[src/include/mem_map.svh]
// Data bus address map: target select bit, timer offset width and timer register offsets
`ifndef MEM_MAP_SVH
`define MEM_MAP_SVH

// Address bit that picks the timer over the RAM
`define MMIO_SEL_BIT 28

// Timer register offsets, taken from the low address bits
`define TMR_OFF_W    4
`define TMR_CTRL     4'h0
`define TMR_MTIME    4'h4
`define TMR_MTIMECMP 4'h8
// Bit 0 mirrors the interrupt level
`define TMR_STATUS   4'hC

`endif

[src/hw/riscv_defines.sv]
// Package: word width, bus vector types, byte-enable patterns, load/store encodings
package riscv_defines;

	//////////////////////////////
	// Widths and vector types
	//////////////////////////////

	localparam int unsigned WORD_WIDTH = 32;
	localparam int unsigned BE_WIDTH   = WORD_WIDTH / 8;

	// Data or address word
	typedef logic [WORD_WIDTH-1:0] word_t;
	// One enable bit per byte lane
	typedef logic [BE_WIDTH-1:0]   be_t;
	// Commands from the writeback stage
	typedef logic [2:0]            load_type_t;
	typedef logic [1:0]            store_type_t;

	// Lane patterns, always based at lane 0
	localparam be_t BE_NONE = 4'b0000;
	localparam be_t BE_BYTE = 4'b0001;
	localparam be_t BE_HALF = 4'b0011;
	localparam be_t BE_WORD = 4'b1111;

	//////////////////////////////
	// Load/store encodings
	//////////////////////////////

	// Signed loads
	localparam load_type_t LD_LB  = 3'b001;
	localparam load_type_t LD_LH  = 3'b010;
	localparam load_type_t LD_LW  = 3'b100;
	// Unsigned loads
	localparam load_type_t LD_LBU = 3'b101;
	localparam load_type_t LD_LHU = 3'b110;

	// Stores
	localparam store_type_t ST_SB = 2'b01;
	localparam store_type_t ST_SH = 2'b10;
	localparam store_type_t ST_SW = 2'b11;

endpackage

[src/hw/mem_bus_if.sv]
// Data memory bus interface: req/gnt/rvalid signals with master and slave modports
`timescale 1ns/1ps

interface mem_bus_if;
	import riscv_defines::*;

	// Request, driven by the master
	logic  req;
	word_t addr;
	logic  we;
	be_t   be;
	word_t wdata;

	// Grant and response, driven by the slave
	logic  gnt;
	word_t rdata;
	// One cycle after acceptance, for loads and stores
	logic  rvalid;

	modport master (
		output req, addr, we, be, wdata,
		input  gnt, rdata, rvalid
	);

	modport slave (
		input  req, addr, we, be, wdata,
		output gnt, rdata, rvalid
	);

endinterface

[src/hw/mmio_timer.sv]
// Machine timer target: control, mtime and mtimecmp registers, status read, compare interrupt
`timescale 1ns/1ps

`include "mem_map.svh"

module mmio_timer (
	input  logic     clk_i,
	input  logic     rst_n_i,
	mem_bus_if.slave bus,
	output logic     timer_irq_o
);
	import riscv_defines::*;

	logic [`TMR_OFF_W-1:0] offset;
	logic                  accept;
	logic                  wr_en;
	logic                  irq;
	word_t                 ctrl_q;
	word_t                 mtime_q;
	word_t                 mtimecmp_q;
	word_t                 rd_mux;
	word_t                 rdata_q;
	logic                  rvalid_q;

	assign bus.gnt = bus.req;
	assign accept  = bus.req & bus.gnt;
	assign wr_en   = accept & bus.we;
	// Higher address bits alias onto the same registers
	assign offset  = bus.addr[`TMR_OFF_W-1:0];

	//////////////////////////////
	// Registers
	//////////////////////////////

	always_ff @(posedge clk_i or negedge rst_n_i) begin
		if (!rst_n_i) begin
			ctrl_q     <= '0;
			mtime_q    <= '0;
			mtimecmp_q <= '0;
		end else begin
			if (wr_en && offset == `TMR_CTRL) begin
				ctrl_q <= bus.wdata;
			end
			// Software write wins over the tick
			if (wr_en && offset == `TMR_MTIME) begin
				mtime_q <= bus.wdata;
			end else if (ctrl_q[0]) begin
				mtime_q <= mtime_q + 1'b1;
			end
			if (wr_en && offset == `TMR_MTIMECMP) begin
				mtimecmp_q <= bus.wdata;
			end
		end
	end

	// Level interrupt, held off while the compare value is zero
	assign irq         = (mtime_q >= mtimecmp_q) && (mtimecmp_q != '0);
	assign timer_irq_o = irq;

	//////////////////////////////
	// Read response
	//////////////////////////////

	always_comb begin
		case (offset)
			`TMR_CTRL:     rd_mux = ctrl_q;
			`TMR_MTIME:    rd_mux = mtime_q;
			`TMR_MTIMECMP: rd_mux = mtimecmp_q;
			`TMR_STATUS:   rd_mux = {{(WORD_WIDTH-1){1'b0}}, irq};
			// Unmapped offsets
			default:       rd_mux = '0;
		endcase
	end

	always_ff @(posedge clk_i) begin
		if (accept) begin
			rdata_q <= bus.we ? '0 : rd_mux;
		end
	end

	always_ff @(posedge clk_i or negedge rst_n_i) begin
		if (!rst_n_i) begin
			rvalid_q <= 1'b0;
		end else begin
			rvalid_q <= accept;
		end
	end

	assign bus.rdata  = rdata_q;
	assign bus.rvalid = rvalid_q;

	// Registers are word-wide, partial stores from the LSU would corrupt them
	a_full_word_write: assert property (@(posedge clk_i) disable iff (!rst_n_i)
		wr_en |-> (bus.be == BE_WORD));

endmodule

[src/flat_wrapper.sv]
// flat-port wrapper written by rule: the top's interface ports become plain ports
module mmio_timer_flat import riscv_defines::*;
  (clk_i, rst_n_i, timer_irq_o, bus_req, bus_addr, bus_we, bus_be, bus_wdata, bus_gnt, bus_rdata, bus_rvalid);
  mem_bus_if bus_i ();
  input  logic clk_i;
  input  logic rst_n_i;
  output logic timer_irq_o;
  input wire logic [$bits(bus_i.req)-1:0] bus_req;
  input wire logic [$bits(bus_i.addr)-1:0] bus_addr;
  input wire logic [$bits(bus_i.we)-1:0] bus_we;
  input wire logic [$bits(bus_i.be)-1:0] bus_be;
  input wire logic [$bits(bus_i.wdata)-1:0] bus_wdata;
  output wire logic [$bits(bus_i.gnt)-1:0] bus_gnt;
  output wire logic [$bits(bus_i.rdata)-1:0] bus_rdata;
  output wire logic [$bits(bus_i.rvalid)-1:0] bus_rvalid;
  assign bus_i.req = bus_req;
  assign bus_i.addr = bus_addr;
  assign bus_i.we = bus_we;
  assign bus_i.be = bus_be;
  assign bus_i.wdata = bus_wdata;
  assign bus_gnt = bus_i.gnt;
  assign bus_rdata = bus_i.rdata;
  assign bus_rvalid = bus_i.rvalid;
  mmio_timer u_core (.clk_i(clk_i), .rst_n_i(rst_n_i), .bus(bus_i), .timer_irq_o(timer_irq_o));
endmodule
[config.mk]
export PLATFORM = sky130hd
export DESIGN_NAME = mmio_timer_flat
export DESIGN_NICKNAME = d
export VERILOG_FILES = /design/src/hw/riscv_defines.sv /design/src/hw/mem_bus_if.sv /design/src/hw/mmio_timer.sv /design/src/flat_wrapper.sv
export VERILOG_INCLUDE_DIRS = /design/src /design/src/include
export SDC_FILE = /design/constraint.sdc
export NUM_CORES = 1
export LEC_CHECK = 0
export BUFFER_PORTS_ARGS = -buffer_cell sky130_fd_sc_hd__buf_2
export CAP_MARGIN = 5
export CORE_MARGIN = 2
export CORE_UTILIZATION = 30
export CTS_BUF_LIST = sky130_fd_sc_hd__clkbuf_16
export DETAILED_ROUTE_END_ITERATION = 7
export PLACE_DENSITY = 0.48
export SYNTH_ARGS = -nofsm -noshare
export SYNTH_HDL_FRONTEND = slang
export SYNTH_SLANG_ARGS = --single-unit
[constraint.sdc]
create_clock -name clk_i -period 2.3 [get_ports clk_i]
set_input_delay 0.23 -clock clk_i [delete_from_list [all_inputs] [get_ports clk_i]]
set_output_delay 0.23 -clock clk_i [all_outputs]
set_load 0.02 [all_outputs]
==> flow_summary.toml <==
[critical_path]
r2r-start = "u_core.mtimecmp_q[0]"
regToRegEndpoint = "u_core.bus.rdata[0]"
critical_path_required_ps = 2070
arrival_worst_endpoint_ps = 2540
ff2ff_path_depth = 7
crit_path_end_kind = "output port"
worst-path-max-fanout = 2
r2r_slack_ps = 40
start_kind = "flip-flop"
criticalPathCategory = "flip-flop to output port"

[min_path]
hold_path_depth = 3
hold_critical_path_endpoint = "u_core.mtimecmp_q[13]"
min-delay-path-class = "primary input to flip-flop"
worst_hold_startpoint = "bus_wdata[13]"

[routing]
route.met2.wl_mm = 9.06
drt-total-wl_mm = 19.2
drt-met1-wl_mm = 8.91
drt_drc_violations_left = 8
ant_nets = 0
via_per_inst = 5.08
route.met3.wl_microns = 839
number_of_detailed_routing_iterations_run_before_antenna_repair = 8
drt_iter0_markers = 486
routed-via-count = 5385
highest_routed_layer = "met4"
drt-wirelength-per-cell_microns = 18.1

[pwr]
power.ir.vdd_worst_v = 0.000371
clock_power_share_pct = 33.4
power.density_nw_per_um2 = 1070
net-switching-power_mw = 2.89
intPower_mw = 6.32
seq_power_share_pct = 33.6
pwr-share-comb_pct = 33.0
p_total_mw = 9.20
leakage_nw = 3.72
switching_fraction_of_total_power_pct = 31.4

[final_layout]
postLayoutCoreUtil_pct = 39.9
layout-area-overhead-vs-synth_pct = 31.8
layoutNonFillerInstCount = 1060
num-nets-final = 872
antenna_cells = 0
drive_gt1_share_pct = 32.1
final_area_sq_um = 8620
number_of_fill_cells_in_the_layout = 2137

[placement]
post-place-ws_ps = -312
port_buffers = 74
place_inst = 1025
place_congestion = 0.817
dp_wirelength_mm = 13.3
dpl-instance-area_sq_um = 7850

[yosys]
avgSynthCellArea_sq_um = 10.7
most_used_dff_post_synth = "dfrtp_1"
yosysUniqueCellTypes = 43
synthTopCellsByArea = "dfrtp_1 37%, edfxtp_1 15%, ha_1 6.3%"
synth_sequential_area_ratio_pct = 51.8
synthesized_area_sq_um = 6550
syn-instance-count = 614
async_flop_share_pct = 75.2
synthesis.yosys.warnings = 0
register_bit_count_reported_by_yosys = 129
syn_nets = 719
yosysTopAreaCellShare_pct = 37.1
synth-edff-count = 32
yosys.area.top_type = "dfrtp_1"

[timing]
max_slew_headroom_at_the_worst_pin_pct = 53.1
finalCritPeriodShare_pct = 120
timing_max_transition_violations_final = 0
finalCriticalPeriod_ps = 2770
finalHoldViolations = 0
clock.fmax_ghz = 0.362
setup_ws_ps = -465
rsz0062_at_grt = "true"
finClkSkew_ps = 8.40
setup_viol = 1
worst_pin_slew_ps = 704

[cts]
tritoncts.num_buffers = 17
cts.path.max_buffers = 2
cts_root_buffer = "clkbuf_16"
worstSkewPairLatency_ps = 420
cts_tree = "done"
clk_pin_slew_ps = 60
cts_sinks = 129
cts.htree.levels = 4

[floorplan]
ios = 107
die_height_microns = 152
die_outline_width_microns = 152
core_area_sq_um = 21600
initial_utilization_pct = 30.3
die_area_sq_um = 23000
placementRows = 54

[global_route]
grt_antenna_before_repair = 0
maximum_number_of_pins_on_one_net_before_global_route_repair = 65
gr-usage-all-layers_pct = 17.7
grt_remaining_overflow = 0
first_global_vias = 5538
grt_pass1_wl_mm = 30.8

[run_status]
run_status = "complete, but fails checks"
violations = "design-rule violations, negative setup slack"

[job]
max_capacitance_violation_count = 0
[synthesized netlist by cell type (all sizes together) (4+ instances only)]
master	number
a21oi	43
a222oi	32
and3	9
and4	6
buf	14
clkbuf	19
dfrtp	97
edfxtp	32
ha	33
inv	38
mux2	33
nand2	46
nand3	12
nand4	11
nor2	71
nor3	10
nor4	17
o21ai	36
xnor2	27
xor2	4
[cell usage in the layout (no fill, tap or decap), types with 6 or more instances in the layout]
master and instances:
nand3_1 11, bufinv_16 6, mux2_2 29, a222oi_1 32
dfrtp_1 97, a21oi_1 43, nor2_1 71, clkbuf_16 17
nand2_1 46, nor3_1 10, edfxtp_1 32, buf_4 91
ha_1 30, inv_1 35, buf_2 72, xnor2_1 27
o21ai_0 35, nand4_1 9, nor4_1 15
[power groups by stage]
stage	Sequential [mW]	Combinational, mW	Clock (mW)
after CTS	3.09	3.05	3.13
after detailed placement	3.12	2.88	0
after global placement	3.10	2.86	0
final	3.10	3.04	3.07
after global routing	3.14	3.38	3.24
after floorplan	3.25	1.42	0
[state kept, by name, summed over array words and instances (netlist names)]
register,flops
u_core.ctrl_q,32
u_core.mtime_q,32
u_core.bus.rdata,32
u_core.bus.rvalid,1
u_core.mtimecmp_q,32
[cell families (layout without fill, tap and decap cells)]
family,count (synthesis),count (layout),share of synthesized area (%)
compound gates,124,124,12.6
xor+xnor,31,31,4.15
fa+ha+maj,33,33,6.31
buf+inv,71,237,4.57
flops,129,129,51.8
mux,34,34,5.83
simple gates,192,192,14.8
[how the worst max path moves through the flow]
stage,depth (start not counted),end,slack [ps],startpoint
6_report,7,timer_irq_o,-470,u_core.mtime_q[13]
5_1_grt,8,timer_irq_o,-590,u_core.mtimecmp_q[13]
3_3_place_gp,8,timer_irq_o,-330,u_core.mtimecmp_q[0]
4_1_cts,7,timer_irq_o,-500,u_core.mtime_q[13]
2_1_floorplan,6,timer_irq_o,30,u_core.mtime_q[14]
3_5_place_dp,8,timer_irq_o,-310,u_core.mtimecmp_q[0]
[per-layer routing]
layer	vias up	track usage, %
met2	142	28.8
met1	2671	23.9
li1	2546	-
met4	0	6.25
met3	26	2.90
met5	-	0
[worst max-delay path, cell delays in order, from the launching register on]
cell and delay [ps]:
dfrtp_1 410, ha_4 280, nand4_1 120, or4_4 570, o311ai_4 240, o21ai_1 100
a22oi_2 230, buf_6 150
[area by class of cell]
cell class	instances	area (sq um)	share of cell area, %
sequential	129	3390	39.3
multi-input combinational	414	2970	34.5
timing repair buffer	167	1100	12.8
clock buffer	17	425	4.93
tap	280	350	4.06
clock inverter	15	239	2.77
inverter	38	143	1.65
[metrics by stage]
step	setup TNS [ps]	hold slack, ps
floorplan	0	-65.6
global placement	-590	292
detailed placement	-549	295
CTS	-505	31.8
global route	-679	48.9
finish	-465	48.6
[what timing repair did]
item | in CTS | in global routing
pin swaps | 4 | 0
hold buffers | 1 | 0
setup endpoints to repair | 2 | 2
setup buffers | 2 | 0
endpoints found under the hold margin | 40 | 0
resized for setup | 14 | 0
Power figures use the tool's default switching activity.
