$ cat config.mk
export PLATFORM = sky130hd
export DESIGN_NAME = lsu_flat
export DESIGN_NICKNAME = d
export VERILOG_FILES = /design/src/include/mem_map.svh /design/src/hw/riscv_defines.sv /design/src/hw/mem_bus_if.sv /design/src/hw/lsu.sv /design/src/flat_wrapper.sv
export SDC_FILE = /design/constraint.sdc
export NUM_CORES = 1
export LEC_CHECK = 0
export BUFFER_PORTS_ARGS = -buffer_cell sky130_fd_sc_hd__buf_2
export CORE_AREA = 2 2 83 85
export DETAILED_ROUTE_END_ITERATION = 7
export DIE_AREA = 0 0 85 87
export SLEW_MARGIN = 20
export SYNTH_ARGS = -nofsm -noshare
export SYNTH_HDL_FRONTEND = slang
export SYNTH_SLANG_ARGS = --single-unit
$ cat constraint.sdc
create_clock -name clk_i -period 4.6 [get_ports clk_i]
set_input_delay 0.69 -clock clk_i [delete_from_list [all_inputs] [get_ports clk_i]]
set_output_delay 0.69 -clock clk_i [all_outputs]
set_load 0.1 [all_outputs]
$ cat src/include/mem_map.svh
// Data bus address map: target select bit, timer offset width and timer register offsets
`ifndef MEM_MAP_SVH
`define MEM_MAP_SVH

// Address bit that picks the timer over the RAM
`define MMIO_SEL_BIT 28

// Timer register offsets, taken from the low address bits
`define TMR_OFF_W    4
`define TMR_CTRL     4'h0
`define TMR_MTIME    4'h4
`define TMR_MTIMECMP 4'h8
// Bit 0 mirrors the interrupt level
`define TMR_STATUS   4'hC

`endif

$ cat src/hw/riscv_defines.sv
// Package: word width, bus vector types, byte-enable patterns, load/store encodings
package riscv_defines;

	//////////////////////////////
	// Widths and vector types
	//////////////////////////////

	localparam int unsigned WORD_WIDTH = 32;
	localparam int unsigned BE_WIDTH   = WORD_WIDTH / 8;

	// Data or address word
	typedef logic [WORD_WIDTH-1:0] word_t;
	// One enable bit per byte lane
	typedef logic [BE_WIDTH-1:0]   be_t;
	// Commands from the writeback stage
	typedef logic [2:0]            load_type_t;
	typedef logic [1:0]            store_type_t;

	// Lane patterns, always based at lane 0
	localparam be_t BE_NONE = 4'b0000;
	localparam be_t BE_BYTE = 4'b0001;
	localparam be_t BE_HALF = 4'b0011;
	localparam be_t BE_WORD = 4'b1111;

	//////////////////////////////
	// Load/store encodings
	//////////////////////////////

	// Signed loads
	localparam load_type_t LD_LB  = 3'b001;
	localparam load_type_t LD_LH  = 3'b010;
	localparam load_type_t LD_LW  = 3'b100;
	// Unsigned loads
	localparam load_type_t LD_LBU = 3'b101;
	localparam load_type_t LD_LHU = 3'b110;

	// Stores
	localparam store_type_t ST_SB = 2'b01;
	localparam store_type_t ST_SH = 2'b10;
	localparam store_type_t ST_SW = 2'b11;

endpackage

$ cat src/hw/mem_bus_if.sv
// Data memory bus interface: req/gnt/rvalid signals with master and slave modports
`timescale 1ns/1ps

interface mem_bus_if;
	import riscv_defines::*;

	// Request, driven by the master
	logic  req;
	word_t addr;
	logic  we;
	be_t   be;
	word_t wdata;

	// Grant and response, driven by the slave
	logic  gnt;
	word_t rdata;
	// One cycle after acceptance, for loads and stores
	logic  rvalid;

	modport master (
		output req, addr, we, be, wdata,
		input  gnt, rdata, rvalid
	);

	modport slave (
		input  req, addr, we, be, wdata,
		output gnt, rdata, rvalid
	);

endinterface

$ cat src/hw/lsu.sv
// Load/store unit: bus request build-up, byte enables, load type capture, load extension
`timescale 1ns/1ps

module lsu (
	input  logic                       clk_i,
	input  logic                       rst_n_i,

	// Command from the writeback stage
	input  riscv_defines::word_t       data_addr_i,
	input  riscv_defines::word_t       data_wdata_i,
	input  logic                       load_flag_i,
	input  riscv_defines::load_type_t  load_type_i,
	input  logic                       store_flag_i,
	input  riscv_defines::store_type_t store_type_i,
	output riscv_defines::word_t       load_data_o,
	output logic                       load_valid_o,
	output logic                       req_gnt_o,

	// Data memory bus
	mem_bus_if.master                  bus
);
	import riscv_defines::*;

	be_t        store_be;
	be_t        load_be;
	logic       accept;
	// Load in flight, response due next cycle
	logic       load_pend_q;
	load_type_t load_type_q;

	//////////////////////////////
	// Request side
	//////////////////////////////

	assign bus.req   = load_flag_i | store_flag_i;
	assign bus.addr  = data_addr_i;
	assign bus.we    = store_flag_i;
	assign bus.be    = store_flag_i ? store_be : load_be;
	assign bus.wdata = data_wdata_i;

	assign accept    = bus.req & bus.gnt;
	assign req_gnt_o = accept;

	// Store lanes
	always_comb begin
		case (store_type_i)
			ST_SB:   store_be = BE_BYTE;
			ST_SH:   store_be = BE_HALF;
			ST_SW:   store_be = BE_WORD;
			default: store_be = BE_NONE;
		endcase
	end

	// Load lanes, signed and unsigned share a width
	always_comb begin
		case (load_type_i)
			LD_LB, LD_LBU: load_be = BE_BYTE;
			LD_LH, LD_LHU: load_be = BE_HALF;
			LD_LW:         load_be = BE_WORD;
			default:       load_be = BE_NONE;
		endcase
	end

	//////////////////////////////
	// Response side
	//////////////////////////////

	// Pending bit tracks whether the next rvalid belongs to a load
	always_ff @(posedge clk_i or negedge rst_n_i) begin
		if (!rst_n_i) begin
			load_pend_q <= 1'b0;
		end else if (accept) begin
			load_pend_q <= load_flag_i;
		end else if (bus.rvalid) begin
			load_pend_q <= 1'b0;
		end
	end

	// Type captured so the core strobes its command for one cycle only
	always_ff @(posedge clk_i) begin
		if (accept && load_flag_i) begin
			load_type_q <= load_type_i;
		end
	end

	assign load_valid_o = bus.rvalid & load_pend_q;

	// Extension from the low lanes, no offset shift
	always_comb begin
		case (load_type_q)
			LD_LB:   load_data_o = {{(WORD_WIDTH-8){bus.rdata[7]}}, bus.rdata[7:0]};
			LD_LBU:  load_data_o = {{(WORD_WIDTH-8){1'b0}}, bus.rdata[7:0]};
			LD_LH:   load_data_o = {{(WORD_WIDTH-16){bus.rdata[15]}}, bus.rdata[15:0]};
			LD_LHU:  load_data_o = {{(WORD_WIDTH-16){1'b0}}, bus.rdata[15:0]};
			default: load_data_o = bus.rdata;
		endcase
	end

	// One command kind per strobe from the core
	a_flags_exclusive: assert property (@(posedge clk_i) disable iff (!rst_n_i)
		!(load_flag_i && store_flag_i));

endmodule

$ cat src/flat_wrapper.sv
// flat-port wrapper written by rule: the top's interface ports become plain ports
module lsu_flat import riscv_defines::*;
  (clk_i, rst_n_i, data_addr_i, data_wdata_i, load_flag_i, load_type_i, store_flag_i, store_type_i, load_data_o, load_valid_o, req_gnt_o, bus_req, bus_addr, bus_we, bus_be, bus_wdata, bus_gnt, bus_rdata, bus_rvalid);
  mem_bus_if bus_i ();
  input  logic clk_i;
  input  logic rst_n_i;
  input  riscv_defines::word_t data_addr_i;
  input  riscv_defines::word_t data_wdata_i;
  input  logic load_flag_i;
  input  riscv_defines::load_type_t load_type_i;
  input  logic store_flag_i;
  input  riscv_defines::store_type_t store_type_i;
  output riscv_defines::word_t load_data_o;
  output logic load_valid_o;
  output logic req_gnt_o;
  output wire logic [$bits(bus_i.req)-1:0] bus_req;
  output wire logic [$bits(bus_i.addr)-1:0] bus_addr;
  output wire logic [$bits(bus_i.we)-1:0] bus_we;
  output wire logic [$bits(bus_i.be)-1:0] bus_be;
  output wire logic [$bits(bus_i.wdata)-1:0] bus_wdata;
  input wire logic [$bits(bus_i.gnt)-1:0] bus_gnt;
  input wire logic [$bits(bus_i.rdata)-1:0] bus_rdata;
  input wire logic [$bits(bus_i.rvalid)-1:0] bus_rvalid;
  assign bus_req = bus_i.req;
  assign bus_addr = bus_i.addr;
  assign bus_we = bus_i.we;
  assign bus_be = bus_i.be;
  assign bus_wdata = bus_i.wdata;
  assign bus_i.gnt = bus_gnt;
  assign bus_i.rdata = bus_rdata;
  assign bus_i.rvalid = bus_rvalid;
  lsu u_core (.clk_i(clk_i), .rst_n_i(rst_n_i), .data_addr_i(data_addr_i), .data_wdata_i(data_wdata_i), .load_flag_i(load_flag_i), .load_type_i(load_type_i), .store_flag_i(store_flag_i), .store_type_i(store_type_i), .load_data_o(load_data_o), .load_valid_o(load_valid_o), .req_gnt_o(req_gnt_o), .bus(bus_i));
endmodule
==> impl_summary.log <==
[metrics] result of the run: complete, no violations
[metrics] Num Clock Sinks: 4
[metrics] fraction of registers with async set or reset after synthesis: 0.250
[metrics] initial antenna violation count: 0
[metrics] number of buffers inserted to repair setup after CTS: 0
[metrics] Remaining Overflow, GRT: 0
[metrics] Reg area: 115 um2
[metrics] number of buffers added by the clock tree synthesis step: 3
[metrics] routed wirelength normalized by instance count: 10.0 um
[metrics] first-pass GRT wire length: 3.17 mm
[metrics] detailed-route via count: 822
[metrics] Arr. time, crit path: 2180 ps
[metrics] final hold viol count: 0
[metrics] remaining antenna violation count: 0
[metrics] fill count: 757
[metrics] number of register bits inferred by synthesis: 4
[metrics] final estimated routing congestion in global placement: 0.591
[metrics] vias in the first global route: 702
[metrics] sequential group share of total power: 0.102
[metrics] Slew @ Worst Pin: 554 ps
[metrics] Layout Cells excl Fill: 220
[metrics] Critical Setup Path Class: reg2out
[metrics] maximum number of pins on one net before global-route repair: 20
[metrics] routed via count divided by cell count: 3.74
[metrics] net switching component of the power: 0.281 mW
[metrics] share of the clock period used by the worst path: 0.625
[metrics] largest vdd supply drop: 0.134 mV
[metrics] maximum fanout count along the critical path: 19
[metrics] critical path capture point type: primary output
[metrics] overall track demand over capacity in global routing: 0.0542
[metrics] path class of the lowest-slack min-delay path: in2async
[metrics] Std-Cell Core Area: 6570 um2
[metrics] global-route layer with the greatest usage: met2
[metrics] x dimension of the die: 85 um
[metrics] Finish-stage setup viols: 0
[metrics] row count: 30
[metrics] P_leak: 0.628 nW
[metrics] residual DRC count: 0
[metrics] clock tree root buffer cell: clkbuf_8
[metrics] synthesized area divided by synthesized cell count: 7.18 um2
[metrics] number of distinct library cells after synthesis: 21
[metrics] final critical delay including setup and external delays: 2870 ps
[metrics] Sum Neg Setup Slack: 0 ps
[metrics] cell count of the worst reg-to-reg path: 1
[metrics] worst hold slack: 243 ps
[metrics] Area Growth Syn to Fin: -9.49%
[metrics] Final Slew Violations: 0
[metrics] diode count: 0
[metrics] Final nets: 250
[metrics] Initial Util: 0.161
[metrics] grt met2 use: 0.0795
[metrics] Mapped Area: 1050 um2
[metrics] area of all placed cells without fillers: 955 um2
[metrics] internal power component: 0.148 mW
[metrics] drt first-iter violations: 7
[metrics] clk buf depth: 2
[metrics] fraction of layout cells with a size suffix above 1: 0.543
[metrics] Boundary Pins: 211
[metrics] M1 GR Usage: 0.0512
[metrics] hold buffer count at CTS: 0
[metrics] upper clock frequency limit: 348 MHz
[metrics] clock edge transition at the registers on the reported setup and hold paths: 40 ps
[metrics] EDFF count, synth: 3
[metrics] Pre-Repair DR Iteration Count: 4
[metrics] worst reg2reg path startpoint: u_core.load_pend_q
[metrics] YS warnings: 0
[metrics] total placed instance area: 910 um2
[metrics] met3 track demand over resource: 0.0464
[metrics] pre-CTS worst setup slack: 1940 ps
[metrics] combinational cell fraction of total power: 0.710
[metrics] floorplan die area: 7400 um2
[metrics] synthesized instance count: 147
[metrics] P per Cell Area: 450 nW/um2
[metrics] minimum setup slack among reg-to-reg paths: 3900 ps
[metrics] number of gates resized after cts: 0
[metrics] clock skew: 0 ps
[metrics] number of maximum-capacitance violations: 0
[metrics] area occupied by multi-input gates: 339 um2
[metrics] switching fraction of total power: 0.655
[metrics] Primary FF master, synth: edfxtp_1
[metrics] half-perimeter wire length of the detailed placement result: 1.85 mm
[metrics] Die Ht: 87 um
[metrics] Clock power frac: 0.188
[metrics] Buffers on Ports: 68
[metrics] dpl cells: 216
[metrics] max_slew headroom: 0.631
[metrics] wirelength, routed: 2.20 mm
[metrics] data required time at the worst endpoint: 3910 ps
[metrics] r2r endpoint: u_core.load_pend_q
[metrics] CTS tree: built
[metrics] CTS H-tree lvls: 1
[metrics] sequential cell area fraction in the yosys report: 0.109
[metrics] unrepaired setup endpoints after global routing: no
[metrics] synthesized netlist net count: 256
[metrics] Setup WS post-layout: 1730 ps
[metrics] Critical Path Start Type: flip-flop
[metrics] insertion delay of the later-clocked pin in the worst-skew pair: 210 ps
## critical path: stages (launching register included)
cell and delay, ps:
edfxtp_1 380, ha_1 520, a211o_1 500, nand2_1 130, buf_2 430
## cells in the mapped netlist, types with 2 or more instances
cell type  instances  area, um2
ha_1               2       25.0
and2_1             3       18.8
buf_6              3       33.8
a211o_1            2       17.5
buf_4             74        556
a21o_1             8       60.1
inv_1              4       15.0
nand2_1           36        135
edfxtp_1           3       90.1
## worst max path at each step
| stage | start | cells past startpoint | endpoint |
|---|---|---|---|
| after global placement | u_core.load_type_q[0] | 5 | load_data_o[19] |
| after detailed placement | u_core.load_type_q[1] | 4 | load_data_o[19] |
| after global routing | u_core.load_type_q[1] | 4 | load_data_o[12] |
| after floorplan | store_flag_i | 3 | bus_be[3] |
| after CTS | u_core.load_type_q[1] | 4 | load_data_o[19] |
| final | u_core.load_type_q[1] | 4 | load_data_o[19] |
## power by group through the flow
| stage | Clock, mW | Sequential, mW | Combinational [mW] |
|---|---|---|---|
| 5_1_grt | 0.0907 | 0.0442 | 0.316 |
| 6_report | 0.0805 | 0.0438 | 0.305 |
| 3_5_place_dp | 0 | 0.0444 | 0.306 |
| 4_1_cts | 0.0842 | 0.0439 | 0.306 |
| 3_3_place_gp | 0 | 0.0443 | 0.306 |
| 2_1_floorplan | 0 | 0.0437 | 0.557 |
## per-stage QoR
step / util / total power, mW
after CTS: 0.145 / 0.434
final: 0.145 / 0.429
after global placement: 0.138 / 0.350
after global routing: 0.145 / 0.451
after floorplan: - / 0.601
after detailed placement: 0.138 / 0.350
## flip-flops by register name, summed over array words and instances, names as in the netlist
| signal | cells |
|---|---|
| u_core.load_pend_q | 1 |
| u_core.load_type_q | 3 |
## logic make-up after synthesis
| family | count (synthesis) | synth area share |
|---|---|---|
| flip-flops | 4 | 0.109 |
| AND/OR/NAND/NOR | 45 | 0.189 |
| AO/OA/AOI/OAI | 13 | 0.0973 |
| adder cells (fa/ha/maj) | 2 | 0.0237 |
| buffers and inverters | 83 | 0.581 |
## metal layers
metal | share of wire | wire, um
met1 | 0.36 | 782
met2 | 0.37 | 821
met3 | 0.22 | 484
met4 | 0.051 | 112
met5 | 0 | 0
## cells in the final DEF (no fill, tap or decap)
cell type | Yosys | routed
edfxtp_1 | 3 | 3
clkbuf_8 | 0 | 3
inv_1 | 4 | 4
o31ai_2 | 0 | 1
nor2_1 | 1 | 1
buf_2 | 0 | 68
clkbuf_1 | 1 | 1
a21o_1 | 8 | 8
or2_1 | 1 | 1
a211o_1 | 2 | 2
and2_1 | 3 | 3
nand3_1 | 1 | 1
nor3_4 | 1 | 1
nor3b_1 | 1 | 1
a31o_2 | 1 | 1
ha_1 | 2 | 2
nand2_1 | 36 | 36
o41ai_2 | 0 | 1
or2_2 | 1 | 1
dfrtp_1 | 1 | 1
## layout make-up
class	instances	area share
sequential	4	0.121
clock buffer	4	0.0472
inverter	4	0.0157
timing repair buffer	68	0.356
multi-input combinational	60	0.355
tap	80	0.105
Note: power is estimated with default switching activity, not from simulation.
