### src/include/mem_map.svh
// Data bus address map: target select bit, timer offset width and timer register offsets
`ifndef MEM_MAP_SVH
`define MEM_MAP_SVH

// Address bit that picks the timer over the RAM
`define MMIO_SEL_BIT 28

// Timer register offsets, taken from the low address bits
`define TMR_OFF_W    4
`define TMR_CTRL     4'h0
`define TMR_MTIME    4'h4
`define TMR_MTIMECMP 4'h8
// Bit 0 mirrors the interrupt level
`define TMR_STATUS   4'hC

`endif

### src/hw/riscv_defines.sv
// Package: word width, bus vector types, byte-enable patterns, load/store encodings
package riscv_defines;

	//////////////////////////////
	// Widths and vector types
	//////////////////////////////

	localparam int unsigned WORD_WIDTH = 32;
	localparam int unsigned BE_WIDTH   = WORD_WIDTH / 8;

	// Data or address word
	typedef logic [WORD_WIDTH-1:0] word_t;
	// One enable bit per byte lane
	typedef logic [BE_WIDTH-1:0]   be_t;
	// Commands from the writeback stage
	typedef logic [2:0]            load_type_t;
	typedef logic [1:0]            store_type_t;

	// Lane patterns, always based at lane 0
	localparam be_t BE_NONE = 4'b0000;
	localparam be_t BE_BYTE = 4'b0001;
	localparam be_t BE_HALF = 4'b0011;
	localparam be_t BE_WORD = 4'b1111;

	//////////////////////////////
	// Load/store encodings
	//////////////////////////////

	// Signed loads
	localparam load_type_t LD_LB  = 3'b001;
	localparam load_type_t LD_LH  = 3'b010;
	localparam load_type_t LD_LW  = 3'b100;
	// Unsigned loads
	localparam load_type_t LD_LBU = 3'b101;
	localparam load_type_t LD_LHU = 3'b110;

	// Stores
	localparam store_type_t ST_SB = 2'b01;
	localparam store_type_t ST_SH = 2'b10;
	localparam store_type_t ST_SW = 2'b11;

endpackage

### src/hw/mem_bus_if.sv
// Data memory bus interface: req/gnt/rvalid signals with master and slave modports
`timescale 1ns/1ps

interface mem_bus_if;
	import riscv_defines::*;

	// Request, driven by the master
	logic  req;
	word_t addr;
	logic  we;
	be_t   be;
	word_t wdata;

	// Grant and response, driven by the slave
	logic  gnt;
	word_t rdata;
	// One cycle after acceptance, for loads and stores
	logic  rvalid;

	modport master (
		output req, addr, we, be, wdata,
		input  gnt, rdata, rvalid
	);

	modport slave (
		input  req, addr, we, be, wdata,
		output gnt, rdata, rvalid
	);

endinterface

### src/hw/data_bus_xbar.sv
// Data bus fabric: address decode to RAM or timer, grant return, registered response select
`timescale 1ns/1ps

`include "mem_map.svh"

module data_bus_xbar (
	input  logic      clk_i,
	input  logic      rst_n_i,
	mem_bus_if.slave  cpu,
	mem_bus_if.master ram,
	mem_bus_if.master tmr
);
	logic sel_tmr;
	logic accept;
	// Target of the request accepted last cycle
	logic sel_tmr_q;

	//////////////////////////////
	// Request routing
	//////////////////////////////

	assign sel_tmr  = cpu.addr[`MMIO_SEL_BIT];

	// Only the chosen target sees req
	assign ram.req  = cpu.req & ~sel_tmr;
	assign tmr.req  = cpu.req & sel_tmr;

	// Payload shared, qualified by req
	assign ram.addr  = cpu.addr;
	assign ram.we    = cpu.we;
	assign ram.be    = cpu.be;
	assign ram.wdata = cpu.wdata;
	assign tmr.addr  = cpu.addr;
	assign tmr.we    = cpu.we;
	assign tmr.be    = cpu.be;
	assign tmr.wdata = cpu.wdata;

	assign cpu.gnt  = sel_tmr ? tmr.gnt : ram.gnt;
	assign accept   = cpu.req & cpu.gnt;

	//////////////////////////////
	// Response merge
	//////////////////////////////

	always_ff @(posedge clk_i or negedge rst_n_i) begin
		if (!rst_n_i) begin
			sel_tmr_q <= 1'b0;
		end else if (accept) begin
			sel_tmr_q <= sel_tmr;
		end
	end

	assign cpu.rvalid = sel_tmr_q ? tmr.rvalid : ram.rvalid;
	assign cpu.rdata  = sel_tmr_q ? tmr.rdata : ram.rdata;

	// Single outstanding request, so responses cannot collide
	a_one_responder: assert property (@(posedge clk_i) disable iff (!rst_n_i)
		!(ram.rvalid && tmr.rvalid));

	// Each accepted request gets its response in the next cycle
	a_response_next: assert property (@(posedge clk_i) disable iff (!rst_n_i)
		accept |=> cpu.rvalid);

endmodule

### src/flat_wrapper.sv
// flat-port wrapper written by rule: the top's interface ports become plain ports
module data_bus_xbar_flat 
  (clk_i, rst_n_i, cpu_req, cpu_addr, cpu_we, cpu_be, cpu_wdata, cpu_gnt, cpu_rdata, cpu_rvalid, ram_req, ram_addr, ram_we, ram_be, ram_wdata, ram_gnt, ram_rdata, ram_rvalid, tmr_req, tmr_addr, tmr_we, tmr_be, tmr_wdata, tmr_gnt, tmr_rdata, tmr_rvalid);
  mem_bus_if cpu_i ();
  mem_bus_if ram_i ();
  mem_bus_if tmr_i ();
  input  logic clk_i;
  input  logic rst_n_i;
  input wire logic [$bits(cpu_i.req)-1:0] cpu_req;
  input wire logic [$bits(cpu_i.addr)-1:0] cpu_addr;
  input wire logic [$bits(cpu_i.we)-1:0] cpu_we;
  input wire logic [$bits(cpu_i.be)-1:0] cpu_be;
  input wire logic [$bits(cpu_i.wdata)-1:0] cpu_wdata;
  output wire logic [$bits(cpu_i.gnt)-1:0] cpu_gnt;
  output wire logic [$bits(cpu_i.rdata)-1:0] cpu_rdata;
  output wire logic [$bits(cpu_i.rvalid)-1:0] cpu_rvalid;
  output wire logic [$bits(ram_i.req)-1:0] ram_req;
  output wire logic [$bits(ram_i.addr)-1:0] ram_addr;
  output wire logic [$bits(ram_i.we)-1:0] ram_we;
  output wire logic [$bits(ram_i.be)-1:0] ram_be;
  output wire logic [$bits(ram_i.wdata)-1:0] ram_wdata;
  input wire logic [$bits(ram_i.gnt)-1:0] ram_gnt;
  input wire logic [$bits(ram_i.rdata)-1:0] ram_rdata;
  input wire logic [$bits(ram_i.rvalid)-1:0] ram_rvalid;
  output wire logic [$bits(tmr_i.req)-1:0] tmr_req;
  output wire logic [$bits(tmr_i.addr)-1:0] tmr_addr;
  output wire logic [$bits(tmr_i.we)-1:0] tmr_we;
  output wire logic [$bits(tmr_i.be)-1:0] tmr_be;
  output wire logic [$bits(tmr_i.wdata)-1:0] tmr_wdata;
  input wire logic [$bits(tmr_i.gnt)-1:0] tmr_gnt;
  input wire logic [$bits(tmr_i.rdata)-1:0] tmr_rdata;
  input wire logic [$bits(tmr_i.rvalid)-1:0] tmr_rvalid;
  assign cpu_i.req = cpu_req;
  assign cpu_i.addr = cpu_addr;
  assign cpu_i.we = cpu_we;
  assign cpu_i.be = cpu_be;
  assign cpu_i.wdata = cpu_wdata;
  assign cpu_gnt = cpu_i.gnt;
  assign cpu_rdata = cpu_i.rdata;
  assign cpu_rvalid = cpu_i.rvalid;
  assign ram_req = ram_i.req;
  assign ram_addr = ram_i.addr;
  assign ram_we = ram_i.we;
  assign ram_be = ram_i.be;
  assign ram_wdata = ram_i.wdata;
  assign ram_i.gnt = ram_gnt;
  assign ram_i.rdata = ram_rdata;
  assign ram_i.rvalid = ram_rvalid;
  assign tmr_req = tmr_i.req;
  assign tmr_addr = tmr_i.addr;
  assign tmr_we = tmr_i.we;
  assign tmr_be = tmr_i.be;
  assign tmr_wdata = tmr_i.wdata;
  assign tmr_i.gnt = tmr_gnt;
  assign tmr_i.rdata = tmr_rdata;
  assign tmr_i.rvalid = tmr_rvalid;
  data_bus_xbar u_core (.clk_i(clk_i), .rst_n_i(rst_n_i), .cpu(cpu_i), .ram(ram_i), .tmr(tmr_i));
endmodule
### config.mk
export PLATFORM = sky130hd
export DESIGN_NAME = data_bus_xbar_flat
export DESIGN_NICKNAME = d
export VERILOG_FILES = /design/src/hw/riscv_defines.sv /design/src/hw/mem_bus_if.sv /design/src/hw/data_bus_xbar.sv /design/src/flat_wrapper.sv
export VERILOG_INCLUDE_DIRS = /design/src /design/src/include
export SDC_FILE = /design/constraint.sdc
export NUM_CORES = 1
export LEC_CHECK = 0
export ABC_AREA = 1
export BUFFER_PORTS_ARGS = -buffer_cell sky130_fd_sc_hd__buf_2
export CORE_AREA = 2 2 121 123
export DETAILED_ROUTE_END_ITERATION = 10
export DIE_AREA = 0 0 123 125
export PLACE_DENSITY_LB_ADDON = 0.12
export SYNTH_ARGS = -nofsm -noshare
export SYNTH_HDL_FRONTEND = slang
export SYNTH_SLANG_ARGS = --single-unit
### constraint.sdc
create_clock -name clk_i -period 0.85 [get_ports clk_i]
set_input_delay 0.1275 -clock clk_i [delete_from_list [all_inputs] [get_ports clk_i]]
set_output_delay 0.1275 -clock clk_i [all_outputs]
set_load 0.05 [all_outputs]
==> results.txt, run 1 <==
* Outcome: complete, but fails checks
- Violated checks: setup timing
- Number of standard-cell rows in the floorplan: 44
- Pins over their slew limit: 0
* Initial DRC Count: 5
* Horiz. Die Dim: 123 um
- Summed over its instances, the top area cell type makes up 63.9% of the synthesized netlist area.
- The endpoint identified for the worst register-to-register timing path is u_core.sel_tmr_q.
- WP data arrival: 1.10 ns
* Peak clock frequency supported by timing: 816 MHz
* Pin count of the biggest net entering global routing: 15
- Setup violations remaining at the end of the flow were counted as 34.
- Routed vias: 1269
- Dividing the detail-routed wire length by the instance count gives 12.9 um.
- Max-cap violations in this run came to 0.
* Initial Util: 11.5%
- Final Hold Violating Endpoints: 0
* Dominant cell type by area after synthesis: sky130_fd_sc_hd__buf_4
- For this design the ratio of total power to cell area is 1440 mW/mm^2.
- After floorplanning, the core was sized to cover 0.0142 mm^2.
- The number of antenna violations at the first check in global routing was 0.
- On the critical path the largest part of the delay comes from flip-flops.
- Slew at the pin with the worst max-slew slack: 0.248 ns
- Met3 routed WL: 1010 um
- The wire-length estimate of the detail-placed layout is 4800 um.
- For this design, the slowest cell found on the critical path is sky130_fd_sc_hd__dfrtp_4.
- Yosys printed 0 warnings.
* End point of the critical path: cpu_rdata[7]
- Critical path buffer and inverter count: 3
* IO buf count: 109
- Final period demand of the worst path: 1.23 ns
- Mean number of vias per cell: 3.02
- Crit path from: u_core.sel_tmr_q
* Post-layout total power: 3210 uW
* Proportion of synthesized chip area in sequential cells: 1.53%
- The flip-flop count of the largest register, all copies and words added is 1.
* Remaining Overflow, GRT: 0
- Between clock sinks in the finished design, the worst skew comes to 0 ns.
* Tightest slew margin relative to the limit: 83.6%
- Leakage power total: 0.00108 uW
- Biggest fanout along the worst timing path: 14
- Relative to the synthesized area, the layout overhead comes to 36.5%.
* Ordered cell list for the critical path: buf_12 > buf_12 > o21ai_4 > buf_6
* ANT nets after route: 0
- Synth unique cells: 11
- CP peak stage delay: 0.49 ns
* Height of the die: 125 um
- Routed wire length: 5420 um
- The detailed router put a total of 1410 um of wire on met1.
* Flip-flop and latch count after synthesis: 1
* Source of the worst register-to-register timing path: u_core.sel_tmr_q
- All-layer global routing usage: 6.06%
- The number of cells on the worst reg-to-reg path is 4.
- Regs by FF count: u_core.sel_tmr_q (1)
- Final GP Congestion: 0.615
- Setup repair after global routing could not meet its margin everywhere.
- DRC violations left: 0
- Gate count of the mapped netlist: 257
* Dpl ws: -0.492 ns
- Counting every net in the synthesized netlist gives 397.
- Endpoint class of the critical path: output port
* Clock Latency Late Sink: 0 ns
* Most frequent cells in the layout: 75 x sky130_fd_sc_hd__buf_2, 36 x sky130_fd_sc_hd__inv_1, 33 x sky130_fd_sc_hd__o21ai_4
- The first global-routing pass estimated 7290 um of wire.
* Synthesized area per cell: 6.35 um^2
- Of the cells placed in the final design, the portion with a size suffix greater than 1 is 80.5%.
* Max rail drop VDD: 0.000292 V
- Flop2flop setup slack: -0.13 ns
* Critical Path Start Type: flop
- Among the stages of the critical path, the cell type that occurs most often is sky130_fd_sc_hd__buf_12.
- The final critical path takes up 144% of the cycle.
- Signal routing reaches up to met4.
* Kind of critical path: flop to output port
* Worst path required time: 0.72 ns
* Mapped Area: 0.00163 mm^2
- Routed wire length on met2: 2750 um
- For this run, the post-layout net count is 378.
- Register bank with the most flops: u_core.sel_tmr_q
* Top post-synthesis cells by area: sky130_fd_sc_hd__buf_4 64%, sky130_fd_sc_hd__nand2_1 9.2%, sky130_fd_sc_hd__inv_1 8.3%
* Min setup slack post-route: -0.376 ns
- Clock-pin slew was measured on the worst setup and hold paths at 0 ns.
- The via count of the first global-routing pass is 1323.
- The library cell used most frequently in the layout, excluding fill and tap cells, is sky130_fd_sc_hd__buf_2.
- TritonRoute pass-1 iters: 3
- DIE AREA: 0.0154 mm^2
- Total inserted antenna cells: 0
* Top-level I/O count: 314
- The critical path crosses 4 cells after its start point.
- The path class of the tightest hold or removal check is primary input to output port.
## stage by stage
step | hold slack [ns] | setup TNS [ns] | cells | util, % | area [um^2]
6_report | 0.255 | -11.80 | 420 | 15.7 | 2230
5_1_grt | 0.255 | -12.73 | 420 | 15.7 | 2230
4_1_cts | 0.255 | -12.05 | 419 | 15.2 | 2160
3_5_place_dp | -0.0961 | -15.63 | 414 | 12.6 | 1790
3_3_place_gp | -0.0961 | -15.27 | 414 | 12.6 | 1790
2_1_floorplan | -0.168 | -8.12 | 257 | - | 2040
## cell type report
cell class | count | area [um^2]
Timing Repair Buffer | 124 | 1050
Inverter | 36 | 135
Sequential cell | 1 | 28.8
Fill cell | 1615 | 12000
Multi-Input combinational cell | 75 | 783
Tap cell | 184 | 230
## report_power, final
group / total (uW) / switching (uW) / internal (uW)
clock: 0 / 0 / 0
sequential: 75.8 / 14.6 / 61.2
combinational: 3130 / 1810 / 1320
## how the worst min path moves through the flow
stage / startpoint / endpoint / depth (start not counted)
floorplan: rst_n_i / u_core.sel_tmr_q / 0
global placement: rst_n_i / u_core.sel_tmr_q / 1
detailed placement: rst_n_i / u_core.sel_tmr_q / 1
CTS: cpu_be[1] / tmr_be[1] / 0
global route: cpu_wdata[0] / ram_wdata[0] / 0
finish: cpu_wdata[5] / ram_wdata[5] / 0
## kinds of logic after synthesis
group / after synthesis / share of synthesized area [%]
buffers and inverters: 181 / 77.0
and+or+nand+nor: 42 / 9.73
AOI/OAI and AO/OA: 33 / 11.7
DFF: 1 / 1.53
## worst register-to-register path: stages, from the launching register on
cell and delay (ns):
sky130_fd_sc_hd__dfrtp_4 0.49, sky130_fd_sc_hd__buf_12 0.15, sky130_fd_sc_hd__buf_12 0.14, sky130_fd_sc_hd__nand2_2 0.05, sky130_fd_sc_hd__nand2_1 0.04
## synthesized netlist by cell type
library cell and count:
sky130_fd_sc_hd__dfrtp_1 1, sky130_fd_sc_hd__o21ai_0 26, sky130_fd_sc_hd__buf_6 1, sky130_fd_sc_hd__o21ai_2 7
sky130_fd_sc_hd__inv_1 36, sky130_fd_sc_hd__nor2_1 1, sky130_fd_sc_hd__clkbuf_1 2, sky130_fd_sc_hd__nand2_1 40
sky130_fd_sc_hd__buf_12 3, sky130_fd_sc_hd__buf_4 139, sky130_fd_sc_hd__nand3_1 1
## metal layers
metal	GRT usage, %	up-vias
met5	0	-
met4	3.01	0
met3	3.10	36
met2	11.9	126
met1	4.68	523
li1	-	584
## timing repair
action / 4_1_cts / 5_1_grt
buffers inserted: 4 / 0
pin swaps: 0 / 3
hold buffers: 1 / 0
gates resized for setup: 104 / 10
cloned: 0 / 1
endpoints found under the setup margin: 34 / 35
hold endpoints to repair: 1 / 0
No activity file was read; power rests on OpenSTA's default activity.
==> run 2, diff against run 1 <==
Settings changed: CELL_PAD_IN_SITES_DETAIL_PLACEMENT set to 0, CELL_PAD_IN_SITES_GLOBAL_PLACEMENT set to 1, CORE_AREA 2 2 121 123 to 2 2 120 122, DIE_AREA 0 0 123 125 to 0 0 122 124.
==> results.txt, run 2 (synthesis results as in run 1) <==
- Remaining Overflow, GRT: 0 (unchanged)
- The first-iteration detailed-routing DRC count was 7 (+2).
- Dpl ws: -0.503 ns (-0.0105 ns)
- Pins over their slew limit: 0 (unchanged)
- DIE AREA: 0.0151 mm^2 (-1.6%)
- The total iterations of the first detailed-routing run is 2 (-1).
- The wire length of the first global-routing pass is 6160 um (-16%).
- Most common library cell in the layout ignoring fill and taps: sky130_fd_sc_hd__buf_2
* ANT nets after route: 0 (unchanged)
- The number of cells on the worst reg-to-reg path was 4 (unchanged).
- The number of buffer cells added on primary ports came to 109 (unchanged).
- The maximum cell stage delay along the critical path came to 0.55 ns (+0.06 ns).
* Number of flip-flops under the largest register name: 1 (unchanged)
* Max-capacitance violation count: 0 (unchanged)
* Clk_skew: 0 ns (unchanged)
- Height of the die: 124 um (-0.80%)
- Most frequent cells in the layout: 75 x sky130_fd_sc_hd__buf_2, 36 x sky130_fd_sc_hd__inv_1, 34 x sky130_fd_sc_hd__buf_6
* Worst path required time: 0.72 ns (about the same)
- Detailed-route wire length per cell: 10.9 um (-15%)
- Relative to the synthesized area, the layout overhead comes to 27.0%.
* Final GP Congestion: 0.644 (+4.8%)
* Endpoint class of the critical path: output port
* Fin nets: 376 (-0.53%)
- STA classifies the critical path startpoint as a flop.
- All-layer global routing usage: 5.07% (-0.99 points)
* Final period demand of the worst path: 1.25 ns (+0.0253 ns)
- Number of antenna violations at the first check in global routing: 1 (+1)
* Leakage power total: 0.00103 uW (-4.6%)
* End of the worst register-to-register path: u_core.sel_tmr_q
* Initial Util: 11.9% (+0.41 points)
- Vias in the first global route: 1205 (-8.9%)
* Peak clock frequency supported by timing: 799 MHz (-2.0%)
- Launch point of the worst hold path: cpu_wdata[26]
- The run finished, with violations left.
- Cell Count Post-Placement: 410 (-0.97%)
* Final Hold Violating Endpoints: 0 (unchanged)
- Mean number of vias per cell: 3.00 (-0.87%)
- Biggest fanout along the worst timing path: 8 (-6)
- The combined buffer and inverter count along the critical path is 3 (unchanged).
* Classification of the worst-slack hold path: primary input to output port
- The worst hold path terminates at ram_wdata[26].
- Post-route standard cell area excluding fillers: 0.00207 mm^2 (-7.0%)
- The total power draw came to 2940 uW (-8.2%).
* Final cell count without fillers: 414 (-1.4%)
- Pin count of the biggest net entering global routing: 18 (+3)
- The sum of routed wire length over all layers came to 4520 um (-17%).
* Regs by FF count: u_core.sel_tmr_q (1)
* Library cell contributing the largest single delay on the critical path: sky130_fd_sc_hd__dfrtp_4
- Register bank with the most flops: u_core.sel_tmr_q
- The total of fill cells in the finished design came to 1601 (-0.87%).
- Source of the worst register-to-register timing path: u_core.sel_tmr_q
* HPWL Detailed: 3910 um (-19%)
- The tightest slew margin relative to the limit was 83.4% (-0.12 points).
- WP data arrival: 1.12 ns (+0.02 ns)
- The CTS clock-pin slew for the worst setup and hold paths came to 0 ns (unchanged).
- The setup slack of the most critical reg-to-reg path came to -0.21 ns (-0.08 ns).
- The number of standard-cell rows in the floorplan came to 43 (-2.3%).
- Kind of critical path: flop to output port
- Cell area after placement: 0.00174 mm^2 (-2.5%)
- Ordered cell list for the critical path: buf_6 > buf_6 > o21ai_4 > buf_6
* Horiz. Die Dim: 122 um (-0.81%)
- DRC violations left: 0 (unchanged)
* Worst Hold Depth: 0 (unchanged)
- The most numerous cell type found on the critical path is sky130_fd_sc_hd__buf_6.
- The boundary pin count was 314 (unchanged).
* Pwr dens: 1420 mW/mm^2 (-1.3%)
- The share of layout cells above drive strength 1 was 76.9% (-3.6 points).
- Final clock period utilization by the worst path: 147% (+3.0 points)
* Routed vias: 1240 (-2.3%)
* Min setup slack post-route: -0.401 ns (-0.0253 ns)
- Final setup vio count: 34 (unchanged)
- Slew at the pin with the worst max-slew slack: 0.250 ns (+0.00180 ns)
- Grouping stages by cell kind, the critical path spends the most delay in flip-flops.
* Violated checks: setup timing
- Total inserted antenna cells: 0 (unchanged)
- Setup repair after global routing could not meet its margin everywhere.
- Max rail drop VDD: 0.000249 V (-15%)
- The clock latency at the later pin of the worst-skew pair was 0 ns (unchanged).
* Core footprint: 0.0137 mm^2 (-3.4%)
run 2: how the worst max path moves through the flow:
stage / from / to / slack (ns) / depth (start not counted)
after floorplan: u_core.sel_tmr_q / cpu_rdata[10] / -0.25 / 2
after global placement: u_core.sel_tmr_q / cpu_rdata[30] / -0.49 / 4
after detailed placement: u_core.sel_tmr_q / cpu_rdata[30] / -0.50 / 4
after CTS: u_core.sel_tmr_q / cpu_rdata[20] / -0.44 / 4
after global routing: u_core.sel_tmr_q / cpu_rdata[21] / -0.43 / 5
final: u_core.sel_tmr_q / cpu_rdata[20] / -0.40 / 4
run 2: what timing repair did:
item | 4_1_cts | 5_1_grt
hold endpoints to repair | 1 | 0
gates resized for setup | 80 | 18
setup endpoints to repair | 34 | 35
pin swaps | 1 | 1
setup buffers | 3 | 0
cloned | 0 | 0
hold buffers | 1 | 0
run 2: layout make-up:
type	count	area [um^2]	share of cell area, %
Inverter	36	135	6.52
Multi-Input combinational cell	75	773	37.3
Sequential cell	1	28.8	1.39
Tap cell	180	225	10.9
Timing Repair Buffer	122	911	43.9
run 2: worst register-to-register path: stages, from the launching register on:
cell and delay, ns:
sky130_fd_sc_hd__dfrtp_4 0.55, sky130_fd_sc_hd__buf_12 0.20, sky130_fd_sc_hd__buf_6 0.12, sky130_fd_sc_hd__nand2_2 0.05
sky130_fd_sc_hd__nand2_2 0.04
run 2: through the flow:
| stage | setup TNS (ns) | utilization (%) | hold WS (ns) |
|---|---|---|---|
| floorplan | -8.12 | - | -0.168 |
| global placement | -15.45 | 12.7 | -0.0919 |
| detailed placement | -15.78 | 12.7 | -0.0917 |
| CTS | -12.38 | 14.6 | 0.255 |
| global route | -12.93 | 15.1 | 0.255 |
| finish | -11.51 | 15.1 | 0.255 |
run 2: per-layer routing:
metal	up-vias	wire, um	part of all wire [%]	global-route usage, %
met2	109	2070	46	8.62
met4	2	369	8.2	4.17
li1	578	-	-	-
met5	-	13	0.29	0
met3	53	736	16	1.92
met1	498	1330	29	4.91
run 2: where the power goes:
group / switching [uW] / total (uW) / leakage [uW] / internal (uW)
clock network: 0 / 0 / 0 / 0
logic: 1730 / 2840 / 0.00102 / 1110
registers: 38.8 / 100 / 0.0000107 / 61.3
total: 1770 / 2940 / 0.00103 / 1170
